<file path="config.mk">
export PLATFORM = sky130hd
export DESIGN_NAME = rv32_decode_stage
export DESIGN_NICKNAME = d
export VERILOG_FILES = /design/src/logic/rv32_types.sv /design/src/logic/rv32_decode_stage.sv /design/src/logic/rv32_scoreboard.sv /design/src/logic/rv32_reg_file.sv /design/src/logic/rv32_imm_gen.sv /design/src/logic/rv32_decoder.sv
export SDC_FILE = /design/constraint.sdc
export NUM_CORES = 2
export LEC_CHECK = 0
export ABC_CLOCK_PERIOD_IN_PS = 7700
export BUFFER_PORTS_ARGS = -buffer_cell sky130_fd_sc_hd__buf_2
export CELL_PAD_IN_SITES_DETAIL_PLACEMENT = 1
export CELL_PAD_IN_SITES_GLOBAL_PLACEMENT = 2
export CORE_MARGIN = 5
export CORE_UTILIZATION = 49
export DETAILED_ROUTE_END_ITERATION = 8
export GPL_TIMING_DRIVEN = 0
export PLACE_DENSITY = 0.95
export SLEW_MARGIN = 5
export SYNTH_ARGS = -nofsm -noshare
export SYNTH_HDL_FRONTEND = slang
export SYNTH_SLANG_ARGS = --single-unit
</file>
<file path="constraint.sdc">
create_clock -name clk -period 7.7 [get_ports clk]
set_clock_uncertainty 0.1 [all_clocks]
set_input_delay 0 -clock clk [delete_from_list [all_inputs] [get_ports clk]]
set_output_delay 0 -clock clk [all_outputs]
set_load 0.03 [all_outputs]
</file>
<file path="src/logic/rv32_types.sv">
package rv32_types;

    // Register read ports tracked by the decoder (rs1, rs2)
    localparam int CORE_RF_NUM_READ = 2;

    // Funct codes with a fixed meaning in decode
    localparam logic [6:0] FUNCT7_MUL = 7'b0000001;
    localparam logic [2:0] GRNG_F3_SET_SEED = 3'b000;
    localparam logic [2:0] GRNG_F3_RANDOM = 3'b001;

    typedef enum logic [6:0] {
        OPCODE_LUI         = 7'b0110111,
        OPCODE_AUIPC       = 7'b0010111,
        OPCODE_JAL         = 7'b1101111,
        OPCODE_JALR        = 7'b1100111,
        OPCODE_BRANCH      = 7'b1100011,
        OPCODE_INTEGER_IMM = 7'b0010011,
        OPCODE_INTEGER_REG = 7'b0110011,
        OPCODE_STORE       = 7'b0100011,
        OPCODE_LOAD        = 7'b0000011,
        OPCODE_ZICSR       = 7'b1110011,
        // custom-0 slot
        OPCODE_GRNG        = 7'b0001011
    } opcode_t;

    typedef enum logic [2:0] {
        INSTR_R_TYPE,
        INSTR_I_TYPE,
        INSTR_S_TYPE,
        INSTR_B_TYPE,
        INSTR_U_TYPE,
        INSTR_J_TYPE
    } instr_type_t;

    // Format views of one instruction word
    typedef struct packed {
        logic [6:0] funct7;
        logic [4:0] rs2;
        logic [4:0] rs1;
        logic [2:0] funct3;
        logic [4:0] rd;
        opcode_t    opcode;
    } r_type_t;

    typedef struct packed {
        logic [11:0] imm_11_0;
        logic [4:0]  rs1;
        logic [2:0]  funct3;
        logic [4:0]  rd;
        opcode_t     opcode;
    } i_type_t;

    typedef struct packed {
        logic [6:0] imm_11_5;
        logic [4:0] rs2;
        logic [4:0] rs1;
        logic [2:0] funct3;
        logic [4:0] imm_4_0;
        opcode_t    opcode;
    } s_type_t;

    typedef struct packed {
        logic       imm_12;
        logic [5:0] imm_10_5;
        logic [4:0] rs2;
        logic [4:0] rs1;
        logic [2:0] funct3;
        logic [3:0] imm_4_1;
        logic       imm_11;
        opcode_t    opcode;
    } b_type_t;

    typedef struct packed {
        logic [19:0] imm_31_12;
        logic [4:0]  rd;
        opcode_t     opcode;
    } u_type_t;

    typedef struct packed {
        logic       imm_20;
        logic [9:0] imm_10_1;
        logic       imm_11;
        logic [7:0] imm_19_12;
        logic [4:0] rd;
        opcode_t    opcode;
    } j_type_t;

    typedef union packed {
        r_type_t r;
        i_type_t i;
        s_type_t s;
        b_type_t b;
        u_type_t u;
        j_type_t j;
    } rv_instr_t;

    // {funct7[5], funct3}
    typedef enum logic [3:0] {
        ALU_ADD  = 4'b0000,
        ALU_SLL  = 4'b0001,
        ALU_SLT  = 4'b0010,
        ALU_SLTU = 4'b0011,
        ALU_XOR  = 4'b0100,
        ALU_SRL  = 4'b0101,
        ALU_OR   = 4'b0110,
        ALU_AND  = 4'b0111,
        ALU_SUB  = 4'b1000,
        ALU_SRA  = 4'b1101
    } int_alu_op_t;

    typedef enum logic [1:0] {
        ALU_IN_REG_1,
        ALU_IN_REG_2,
        ALU_IN_PC,
        ALU_IN_IMM
    } alu_in_t;

    typedef struct packed {
        int_alu_op_t   op;
        alu_in_t [1:0] xbar;
    } int_alu_instr_t;

    // Low codes follow branch funct3
    typedef enum logic [3:0] {
        OP_BEQ  = 4'b0000,
        OP_BNE  = 4'b0001,
        OP_BLT  = 4'b0100,
        OP_BGE  = 4'b0101,
        OP_BLTU = 4'b0110,
        OP_BGEU = 4'b0111,
        OP_J    = 4'b1000,
        OP_NONE = 4'b1111
    } branch_op_t;

    typedef struct packed {
        logic       store;
        logic [2:0] funct3;
    } mem_op_t;

    // funct3 of 111 is unused by loads and stores
    localparam mem_op_t MEM_OP_NONE = '{store: 1'b1, funct3: 3'b111};

    typedef enum logic [2:0] {
        WB_ALU,
        WB_PC4,
        WB_MEM_DATA,
        WB_MUL_UNIT,
        WB_CSR,
        WB_GRNG,
        WB_STORE
    } wb_src_t;

    typedef struct packed {
        logic set_seed;
        logic enable;
    } grng_ctrl_t;

    typedef struct packed {
        instr_type_t    t;
        int_alu_instr_t int_alu_instr;
        branch_op_t     branch_op;
        mem_op_t        mem_op;
        wb_src_t        wb_result_src;
        logic           register_wb;
        logic           csr_wb;
        grng_ctrl_t     grng_ctrl;
        logic           invalid;
    } rv_control_t;

    // Control bundle of add x0, x0, 0
    function automatic rv_control_t create_nop_ctrl();
        rv_control_t ctrl;
        ctrl.t = INSTR_I_TYPE;
        ctrl.int_alu_instr.op = ALU_ADD;
        ctrl.int_alu_instr.xbar[0] = ALU_IN_REG_1;
        ctrl.int_alu_instr.xbar[1] = ALU_IN_IMM;
        ctrl.branch_op = OP_NONE;
        ctrl.mem_op = MEM_OP_NONE;
        ctrl.wb_result_src = WB_ALU;
        ctrl.register_wb = 1'b0;
        ctrl.csr_wb = 1'b0;
        ctrl.grng_ctrl = '0;
        ctrl.invalid = 1'b0;
        return ctrl;
    endfunction

    typedef struct packed {
        logic        valid;
        logic [4:0]  rd;
        logic [31:0] data;
    } wb_port_t;

    typedef struct packed {
        logic        valid;
        logic [31:0] pc;
        rv_control_t control;
        logic [31:0] imm;
        logic [31:0] rs1_data;
        logic [31:0] rs2_data;
        logic [4:0]  rs1;
        logic [4:0]  rs2;
        logic [4:0]  rd;
    } decode_out_t;

endpackage
</file>
<file path="src/logic/rv32_decode_stage.sv">
`timescale 1ns/1ns

module rv32_decode_stage #(
    parameter bit ENABLE_GRNG = 1'b1
) (
    input  logic                    clk,
    input  logic                    arst_n,
    input  logic                    instr_valid,
    input  rv32_types::rv_instr_t   instr,
    input  logic [31:0]             pc,
    input  rv32_types::wb_port_t    wb,
    output rv32_types::decode_out_t out,
    output logic                    stall
);

    rv32_types::rv_control_t control;
    logic                    use_rs [rv32_types::CORE_RF_NUM_READ];
    logic [31:0]             imm;
    logic [31:0]             rs1_data;
    logic [31:0]             rs2_data;
    logic                    issue;

    rv32_decoder #(
        .ENABLE_GRNG(ENABLE_GRNG)
    ) decoder0 (
        .instr  (instr),
        .control(control),
        .use_rs (use_rs)
    );

    rv32_imm_gen imm_gen0 (
        .instr(instr),
        .t    (control.t),
        .imm  (imm)
    );

    rv32_reg_file reg_file0 (
        .clk     (clk),
        .arst_n  (arst_n),
        .rs1     (instr.r.rs1),
        .rs2     (instr.r.rs2),
        .wb      (wb),
        .rs1_data(rs1_data),
        .rs2_data(rs2_data)
    );

    // Only issued instructions that write rd reserve it
    rv32_scoreboard scoreboard0 (
        .clk        (clk),
        .arst_n     (arst_n),
        .use_rs     (use_rs),
        .rs1        (instr.r.rs1),
        .rs2        (instr.r.rs2),
        .instr_valid(instr_valid),
        .mark       (issue && control.register_wb),
        .mark_rd    (instr.r.rd),
        .wb         (wb),
        .stall      (stall)
    );

    assign issue = instr_valid && !stall;

    // Decode to execute register
    always_ff @(posedge clk or negedge arst_n) begin
        if (!arst_n) begin
            out <= '0;
        end else begin
            out.valid <= issue;
            if (issue) begin
                out.pc <= pc;
                out.control <= control;
                out.imm <= imm;
                out.rs1_data <= rs1_data;
                out.rs2_data <= rs2_data;
                out.rs1 <= instr.r.rs1;
                out.rs2 <= instr.r.rs2;
                out.rd <= instr.r.rd;
            end
        end
    end

endmodule

</file>
<file path="src/logic/rv32_scoreboard.sv">
`timescale 1ns/1ns

module rv32_scoreboard (
    input  logic                 clk,
    input  logic                 arst_n,
    input  logic                 use_rs [rv32_types::CORE_RF_NUM_READ],
    input  logic [4:0]           rs1,
    input  logic [4:0]           rs2,
    input  logic                 instr_valid,
    input  logic                 mark,
    input  logic [4:0]           mark_rd,
    input  rv32_types::wb_port_t wb,
    output logic                 stall
);

    // One bit per register still waiting for its write-back
    logic [31:0] pending;
    logic [31:0] clear_vec;
    logic [31:0] pending_now;

    always_comb begin
        clear_vec = 32'd0;
        if (wb.valid) begin
            clear_vec[wb.rd] = 1'b1;
        end
    end

    // A write-back arriving this cycle already resolves the hazard
    assign pending_now = pending & ~clear_vec;

    assign stall = instr_valid &&
                   ((use_rs[0] && pending_now[rs1]) || (use_rs[1] && pending_now[rs2]));

    always_ff @(posedge clk or negedge arst_n) begin
        if (!arst_n) begin
            pending <= 32'd0;
        end else begin
            // Clear first so a fresh issue to the same rd stays pending
            pending <= pending_now;
            if (mark && (mark_rd != 5'd0)) begin
                pending[mark_rd] <= 1'b1;
            end
        end
    end

endmodule

</file>
<file path="src/logic/rv32_reg_file.sv">
`timescale 1ns/1ns

module rv32_reg_file (
    input  logic                 clk,
    input  logic                 arst_n,
    input  logic [4:0]           rs1,
    input  logic [4:0]           rs2,
    input  rv32_types::wb_port_t wb,
    output logic [31:0]          rs1_data,
    output logic [31:0]          rs2_data
);

    // x0 has no storage
    logic [31:0] regs [1:31];

    // One read port, with bypass of a same-cycle write-back
    function automatic logic [31:0] read_reg(input logic [4:0] addr);
        if (addr == 5'd0) begin
            return 32'd0;
        end else if (wb.valid && (wb.rd == addr)) begin
            return wb.data;
        end else begin
            return regs[addr];
        end
    endfunction

    always_comb begin
        rs1_data = read_reg(rs1);
        rs2_data = read_reg(rs2);
    end

    always_ff @(posedge clk or negedge arst_n) begin
        if (!arst_n) begin
            for (int i = 1; i < 32; i++) begin
                regs[i] <= 32'd0;
            end
        end else if (wb.valid && (wb.rd != 5'd0)) begin
            regs[wb.rd] <= wb.data;
        end
    end

endmodule

</file>
<file path="src/logic/rv32_imm_gen.sv">
`timescale 1ns/1ns

module rv32_imm_gen (
    input  rv32_types::rv_instr_t   instr,
    input  rv32_types::instr_type_t t,
    output logic [31:0]             imm
);

    always_comb begin
        case (t)
            rv32_types::INSTR_I_TYPE: begin
                imm = {{20{instr.i.imm_11_0[11]}}, instr.i.imm_11_0};
            end
            rv32_types::INSTR_S_TYPE: begin
                imm = {{20{instr.s.imm_11_5[6]}}, instr.s.imm_11_5, instr.s.imm_4_0};
            end
            // Branch offsets are halfword aligned
            rv32_types::INSTR_B_TYPE: begin
                imm = {{19{instr.b.imm_12}},
                       instr.b.imm_12,
                       instr.b.imm_11,
                       instr.b.imm_10_5,
                       instr.b.imm_4_1,
                       1'b0};
            end
            rv32_types::INSTR_U_TYPE: begin
                imm = {instr.u.imm_31_12, 12'b0};
            end
            rv32_types::INSTR_J_TYPE: begin
                imm = {{11{instr.j.imm_20}},
                       instr.j.imm_20,
                       instr.j.imm_19_12,
                       instr.j.imm_11,
                       instr.j.imm_10_1,
                       1'b0};
            end
            // R type has no immediate
            default: begin
                imm = 32'd0;
            end
        endcase
    end

endmodule

</file>
<file path="src/logic/rv32_decoder.sv">
`timescale 1ns/1ns

module rv32_decoder #(
    parameter bit ENABLE_GRNG = 1'b1
) (
    input  rv32_types::rv_instr_t   instr,
    output rv32_types::rv_control_t control,
    // Source register use, for hazard detection
    output logic                    use_rs [rv32_types::CORE_RF_NUM_READ]
);

    always_comb begin
        logic is_srai;

        is_srai = 1'b0;
        control = rv32_types::create_nop_ctrl();
        for (int idx = 0; idx < rv32_types::CORE_RF_NUM_READ; idx++) begin
            use_rs[idx] = 1'b0;
        end

        case (instr.r.opcode)
            // rd = 0 + U imm
            rv32_types::OPCODE_LUI: begin
                control.t = rv32_types::INSTR_U_TYPE;
                control.int_alu_instr.xbar[1] = rv32_types::ALU_IN_IMM;
                control.register_wb = 1'b1;
            end

            // rd = PC + U imm
            rv32_types::OPCODE_AUIPC: begin
                control.t = rv32_types::INSTR_U_TYPE;
                control.int_alu_instr.xbar[0] = rv32_types::ALU_IN_PC;
                control.int_alu_instr.xbar[1] = rv32_types::ALU_IN_IMM;
                control.register_wb = 1'b1;
            end

            // Target from ALU, link value PC + 4
            rv32_types::OPCODE_JAL: begin
                control.t = rv32_types::INSTR_J_TYPE;
                control.branch_op = rv32_types::OP_J;
                control.int_alu_instr.xbar[0] = rv32_types::ALU_IN_PC;
                control.int_alu_instr.xbar[1] = rv32_types::ALU_IN_IMM;
                control.wb_result_src = rv32_types::WB_PC4;
                control.register_wb = 1'b1;
            end

            rv32_types::OPCODE_JALR: begin
                control.t = rv32_types::INSTR_I_TYPE;
                control.branch_op = rv32_types::OP_J;
                control.int_alu_instr.xbar[0] = rv32_types::ALU_IN_REG_1;
                control.int_alu_instr.xbar[1] = rv32_types::ALU_IN_IMM;
                control.wb_result_src = rv32_types::WB_PC4;
                control.register_wb = 1'b1;
                use_rs[0] = 1'b1;
            end

            // ALU forms the target, the branch unit compares rs1 and rs2
            rv32_types::OPCODE_BRANCH: begin
                control.t = rv32_types::INSTR_B_TYPE;
                control.branch_op = rv32_types::branch_op_t'({1'b0, instr.b.funct3});
                control.int_alu_instr.xbar[0] = rv32_types::ALU_IN_PC;
                control.int_alu_instr.xbar[1] = rv32_types::ALU_IN_IMM;
                use_rs[0] = 1'b1;
                use_rs[1] = 1'b1;
            end

            rv32_types::OPCODE_INTEGER_IMM: begin
                // Only SRAI carries funct7[5] into the ALU op
                is_srai = (instr.r.funct3 == 3'b101) && instr.r.funct7[5];
                control.t = rv32_types::INSTR_I_TYPE;
                control.int_alu_instr.op =
                    rv32_types::int_alu_op_t'({is_srai, instr.r.funct3});
                control.register_wb = 1'b1;
                use_rs[0] = 1'b1;
            end

            rv32_types::OPCODE_INTEGER_REG: begin
                control.t = rv32_types::INSTR_R_TYPE;
                control.int_alu_instr.xbar[0] = rv32_types::ALU_IN_REG_1;
                control.int_alu_instr.xbar[1] = rv32_types::ALU_IN_REG_2;
                control.register_wb = 1'b1;
                use_rs[0] = 1'b1;
                use_rs[1] = 1'b1;
                if (instr.r.funct7 == rv32_types::FUNCT7_MUL) begin
                    control.wb_result_src = rv32_types::WB_MUL_UNIT;
                end else begin
                    control.int_alu_instr.op =
                        rv32_types::int_alu_op_t'({instr.r.funct7[5], instr.r.funct3});
                end
            end

            // Address rs1 + S imm, data from rs2
            rv32_types::OPCODE_STORE: begin
                control.t = rv32_types::INSTR_S_TYPE;
                control.mem_op.store = 1'b1;
                control.mem_op.funct3 = instr.s.funct3;
                control.wb_result_src = rv32_types::WB_STORE;
                use_rs[0] = 1'b1;
                use_rs[1] = 1'b1;
            end

            rv32_types::OPCODE_LOAD: begin
                control.t = rv32_types::INSTR_I_TYPE;
                control.mem_op.store = 1'b0;
                control.mem_op.funct3 = instr.i.funct3;
                control.wb_result_src = rv32_types::WB_MEM_DATA;
                control.register_wb = 1'b1;
                use_rs[0] = 1'b1;
            end

            rv32_types::OPCODE_ZICSR: begin
                control.wb_result_src = rv32_types::WB_CSR;
                control.register_wb = 1'b1;
                control.csr_wb = 1'b1;
                // Immediate forms carry a uimm in the rs1 field
                use_rs[0] = !instr.i.funct3[2];
            end

            rv32_types::OPCODE_GRNG: begin
                control.t = rv32_types::INSTR_R_TYPE;
                if (!ENABLE_GRNG) begin
                    control.invalid = 1'b1;
                end else if (instr.r.funct3 == rv32_types::GRNG_F3_SET_SEED) begin
                    control.grng_ctrl.set_seed = 1'b1;
                    use_rs[0] = 1'b1;
                end else if (instr.r.funct3 == rv32_types::GRNG_F3_RANDOM) begin
                    control.grng_ctrl.enable = 1'b1;
                    control.wb_result_src = rv32_types::WB_GRNG;
                    control.register_wb = 1'b1;
                end else begin
                    control.invalid = 1'b1;
                end
            end

            default: begin
                control.invalid = 1'b1;
            end
        endcase

        // Writes to x0 are dropped here
        if (instr.r.rd == 5'd0) begin
            control.register_wb = 1'b0;
        end
    end

endmodule

</file>
==> impl_results.md <==
* DRC errors left at 1
* Max Cap Violations at 2
* Avg Inst Size Synth at between 10 and 15 sq um
* Detailed Routing Iterations Pass 1 at 8
* Routability cong. at 0.982
* Post-route insts no fill at slightly below 7k
* Aggregate routed wire length at roughly 290000 microns
* Critical Path End Type: output pin
* CP delay by family, top: buffers and inverters
* Seq pwr share at between 40 and 50%
* Critical Path Start Type: input pin
* Distinct cells, synth at slightly below 80
* Final worst path period share at around 63%
* Int Pwr at 0.0136 W
* FF+latch count, synth at about 1.2k
* Cells on worst reg2reg path at 10
* Crit-path cells: dlygate4sd3_1, buf_2, nand2_1, dlygate4sd3_1, nor3_1, nand2_1, a21oi_1, o2111ai_1, nand4_2, buf_4, clkbuf_1, and2_1, buf_2
* VDD IR max at between 0.0002 and 0.0003 V
* Placed Instances at around 6.4k
* Outcome: finished with violations
* Synth area leaders: dfrtp_1 (47%), mux4_2 (20%), mux2_2 (19%)
* Initial antenna violation count at 30
* Main synth FF type: dfrtp_1
* RSZ-0062 raised after global routing: false
* Routed vias/inst at between 7 and 8
* Die width at 369 microns
* First-pass GRT wire length at between 400000 and 500000 microns
* Wirelength per Cell at approximately 42 microns
* Die Height at about 370 microns
* Largest net degree at the start of global routing at roughly 160
* Delay of the slowest critical-path stage at 0.73 ns
* Post-synth top area share at a little under half
* Synthesized Nets at 4583
* Cts bufs inserted at between 100 and 150
* Ys Warns at 0
* Max Freq at 207 MHz
* Critical Path Stages at 13
* Hold Fails Final Rpt at 0
* Cell count after synthesis at approximately 4.5k
* Core area at 128000 sq um
* GRT Util Overall at 41.6%
* Area growth, synth to finish at 15.7%
* DP Wirelength at between 150000 and 200000 microns
* Slew @ Worst Pin at about 1.6 ns
* Netlist Area Pre-Place at roughly 63000 sq um
* Setup violations, final at 0
* NetSw at roughly 0.0066 W
* Kind of critical path: in2out
* Filler cells at 12.1k
* Pwr dens at approximately 280 nW/um^2
* Synth area leader: dfrtp_1
* Sw frac at 32.6%
* I/O pins at about 280
* Final Max Slew Viols at 22
* Layout cells sized above 1 at 43.0%
* Tmin final at around 4.8 ns
* Commonest non-fill, non-tap cells in the layout: dfrtp_1 (1194), mux2_2 (1039), mux4_2 (558), buf_2 (331), clkbuf_1 (328)
* Fin util at between 50 and 60%
* Post-synth EDFFs at 0
* CP max FO at 10
* CP max stage cell: dlygate4sd3_1
* Routed Antenna Nets at 0
* Reg clk slew, reported paths at 0.06 ns
* # clock sinks at 1194
* Crit path DAT at around 4.7 ns
* Max Root-Sink Buffers at 3
* Clk Latency, worst-skew pair at around 0.83 ns
* Vias at approximately 50k
* Failing checks: DRC, capacitance limit, slew limit
* CTS tree: built
* Starting Density at 49.4%
* Hold Path Stages at 3
* Final TNS setup at 0 ns
* Logic pwr share at between 20% and 30%
* Num rows at around 130
* Post-synth ARST share at 100%
* Htree depth at 4
* Vias in the first global route at roughly 53k
* Slew margin rel. at -8.12%
* Post-synthesis sequential area ratio at 47.4%
* Commonest non-fill, non-tap cell in the layout: dfrtp_1
* Root Buffer: clkbuf_16
* Iter 0 DRT Violations at ~6.7k
* Worst path required time at approximately 7.6 ns
* CP bufs+invs at 6
* Gr ovfl total at 0
* Clock power share at about a third
* # nets final at just over 5k
* Hold Crit Class: in2reg
* Port-buffer cells at between 200 and 300
* Die footprint at 136000 sq um
* Static leakage at approximately 32 nW
cell families after synthesis:
logic type	after synthesis	share of synthesized area, %
AND/OR/NAND/NOR	629	4.43
buffers and inverters	510	3.31
other	1	0.00595
AO/OA/AOI/OAI	428	4.45
flip-flops	1194	47.4
multiplexers	1705	40.2
XOR/XNOR	11	0.153
flip-flops by register name (all words and copies together), names as in the netlist:
name                 flops
out                    170
reg_file0.regs         992
scoreboard0.pending     32
stage by stage:
step / hold slack (ns) / area, sq um / worst slack [ns] / total power [W]
2_1_floorplan: -0.396 / 63000 / 5.01 / 0.0110
3_3_place_gp: 0.133 / 66400 / -19.87 / 0.0125
3_5_place_dp: -0.135 / 66700 / 2.78 / 0.0128
4_1_cts: 0.00682 / 72900 / 3.07 / 0.0198
5_1_grt: 0.0572 / 72900 / 2.77 / 0.0206
6_report: 0.0601 / 72900 / 2.86 / 0.0202
worst reg2reg max path, delay by kind of cell (launching register included):
kind	cells	cell delay, ns
AO/OA/AOI/OAI	5	1.07
buffers and inverters	3	1.28
flip-flops	1	0.36
multiplexers	1	0.53
AND/OR/NAND/NOR	1	0.36
power groups by stage:
| stage | registers (W) | clock network, W | logic [W] |
|---|---|---|---|
| global placement | 0.00825 | 0 | 0.00422 |
| global route | 0.00857 | 0.00710 | 0.00494 |
| floorplan | 0.00832 | 0 | 0.00271 |
| finish | 0.00852 | 0.00685 | 0.00482 |
| detailed placement | 0.00842 | 0 | 0.00443 |
| CTS | 0.00842 | 0.00677 | 0.00464 |
timing repair:
| action | in CTS | in global routing |
|---|---|---|
| endpoints found under the hold margin | 1249 | 0 |
| setup buffers | 0 | 0 |
| gates resized for setup | 0 | 0 |
| hold buffers | 160 | 0 |
| setup endpoints to repair | 0 | 0 |
per-layer routing:
layer / wire, microns / GRT usage [%]
met1: 97300 / 49.3
met3: 36800 / 16.0
met4: 27200 / 31.0
met5: 212 / 0.499
met2: 124000 / 61.7
synth_stat cells (all sizes together) (12+ instances only):
library cell and count:
a211oi 15, a21oi 87, a221oi 18, a22o 32, buf 159, clkbuf 315, dfrtp 1194, inv 34
mux2 1045, mux2i 102, mux4 558, nand2 306, nand3 18, nor2 150, nor2b 13, nor3 77
o21ai 150, o31ai 12, o41ai 54
final cells by class:
| class | instances | area, sq um | share of cell area (%) |
|---|---|---|---|
| Tap cell | 1662 | 2080 | 2.85 |
| Buffer | 474 | 1970 | 2.70 |
| Timing Repair Buffer | 434 | 3240 | 4.44 |
| Antenna cell | 18 | 45.0 | 0.0618 |
| Clock buffer | 189 | 3940 | 5.41 |
| Clock inverter | 43 | 563 | 0.772 |
| Multi-Input combinational cell | 2774 | 31100 | 42.6 |
| Sequential cell | 1194 | 29900 | 41.0 |
| Inverter | 36 | 135 | 0.185 |
worst paths after layout:
kind	from	endpoint	slack (ns)
min	wb[4]	reg_file0.regs[292]	0.06
min in group asynchronous	arst_n	reg_file0.regs[484]	0.29
max	instr[0]	stall	2.86
min reg2reg	out[129]	out[129]	0.37
max reg2reg	scoreboard0.pending[10]	out[124]	3.87
max in group asynchronous	arst_n	reg_file0.regs[187]	4.74
No activity file was read; power rests on OpenSTA's default activity.
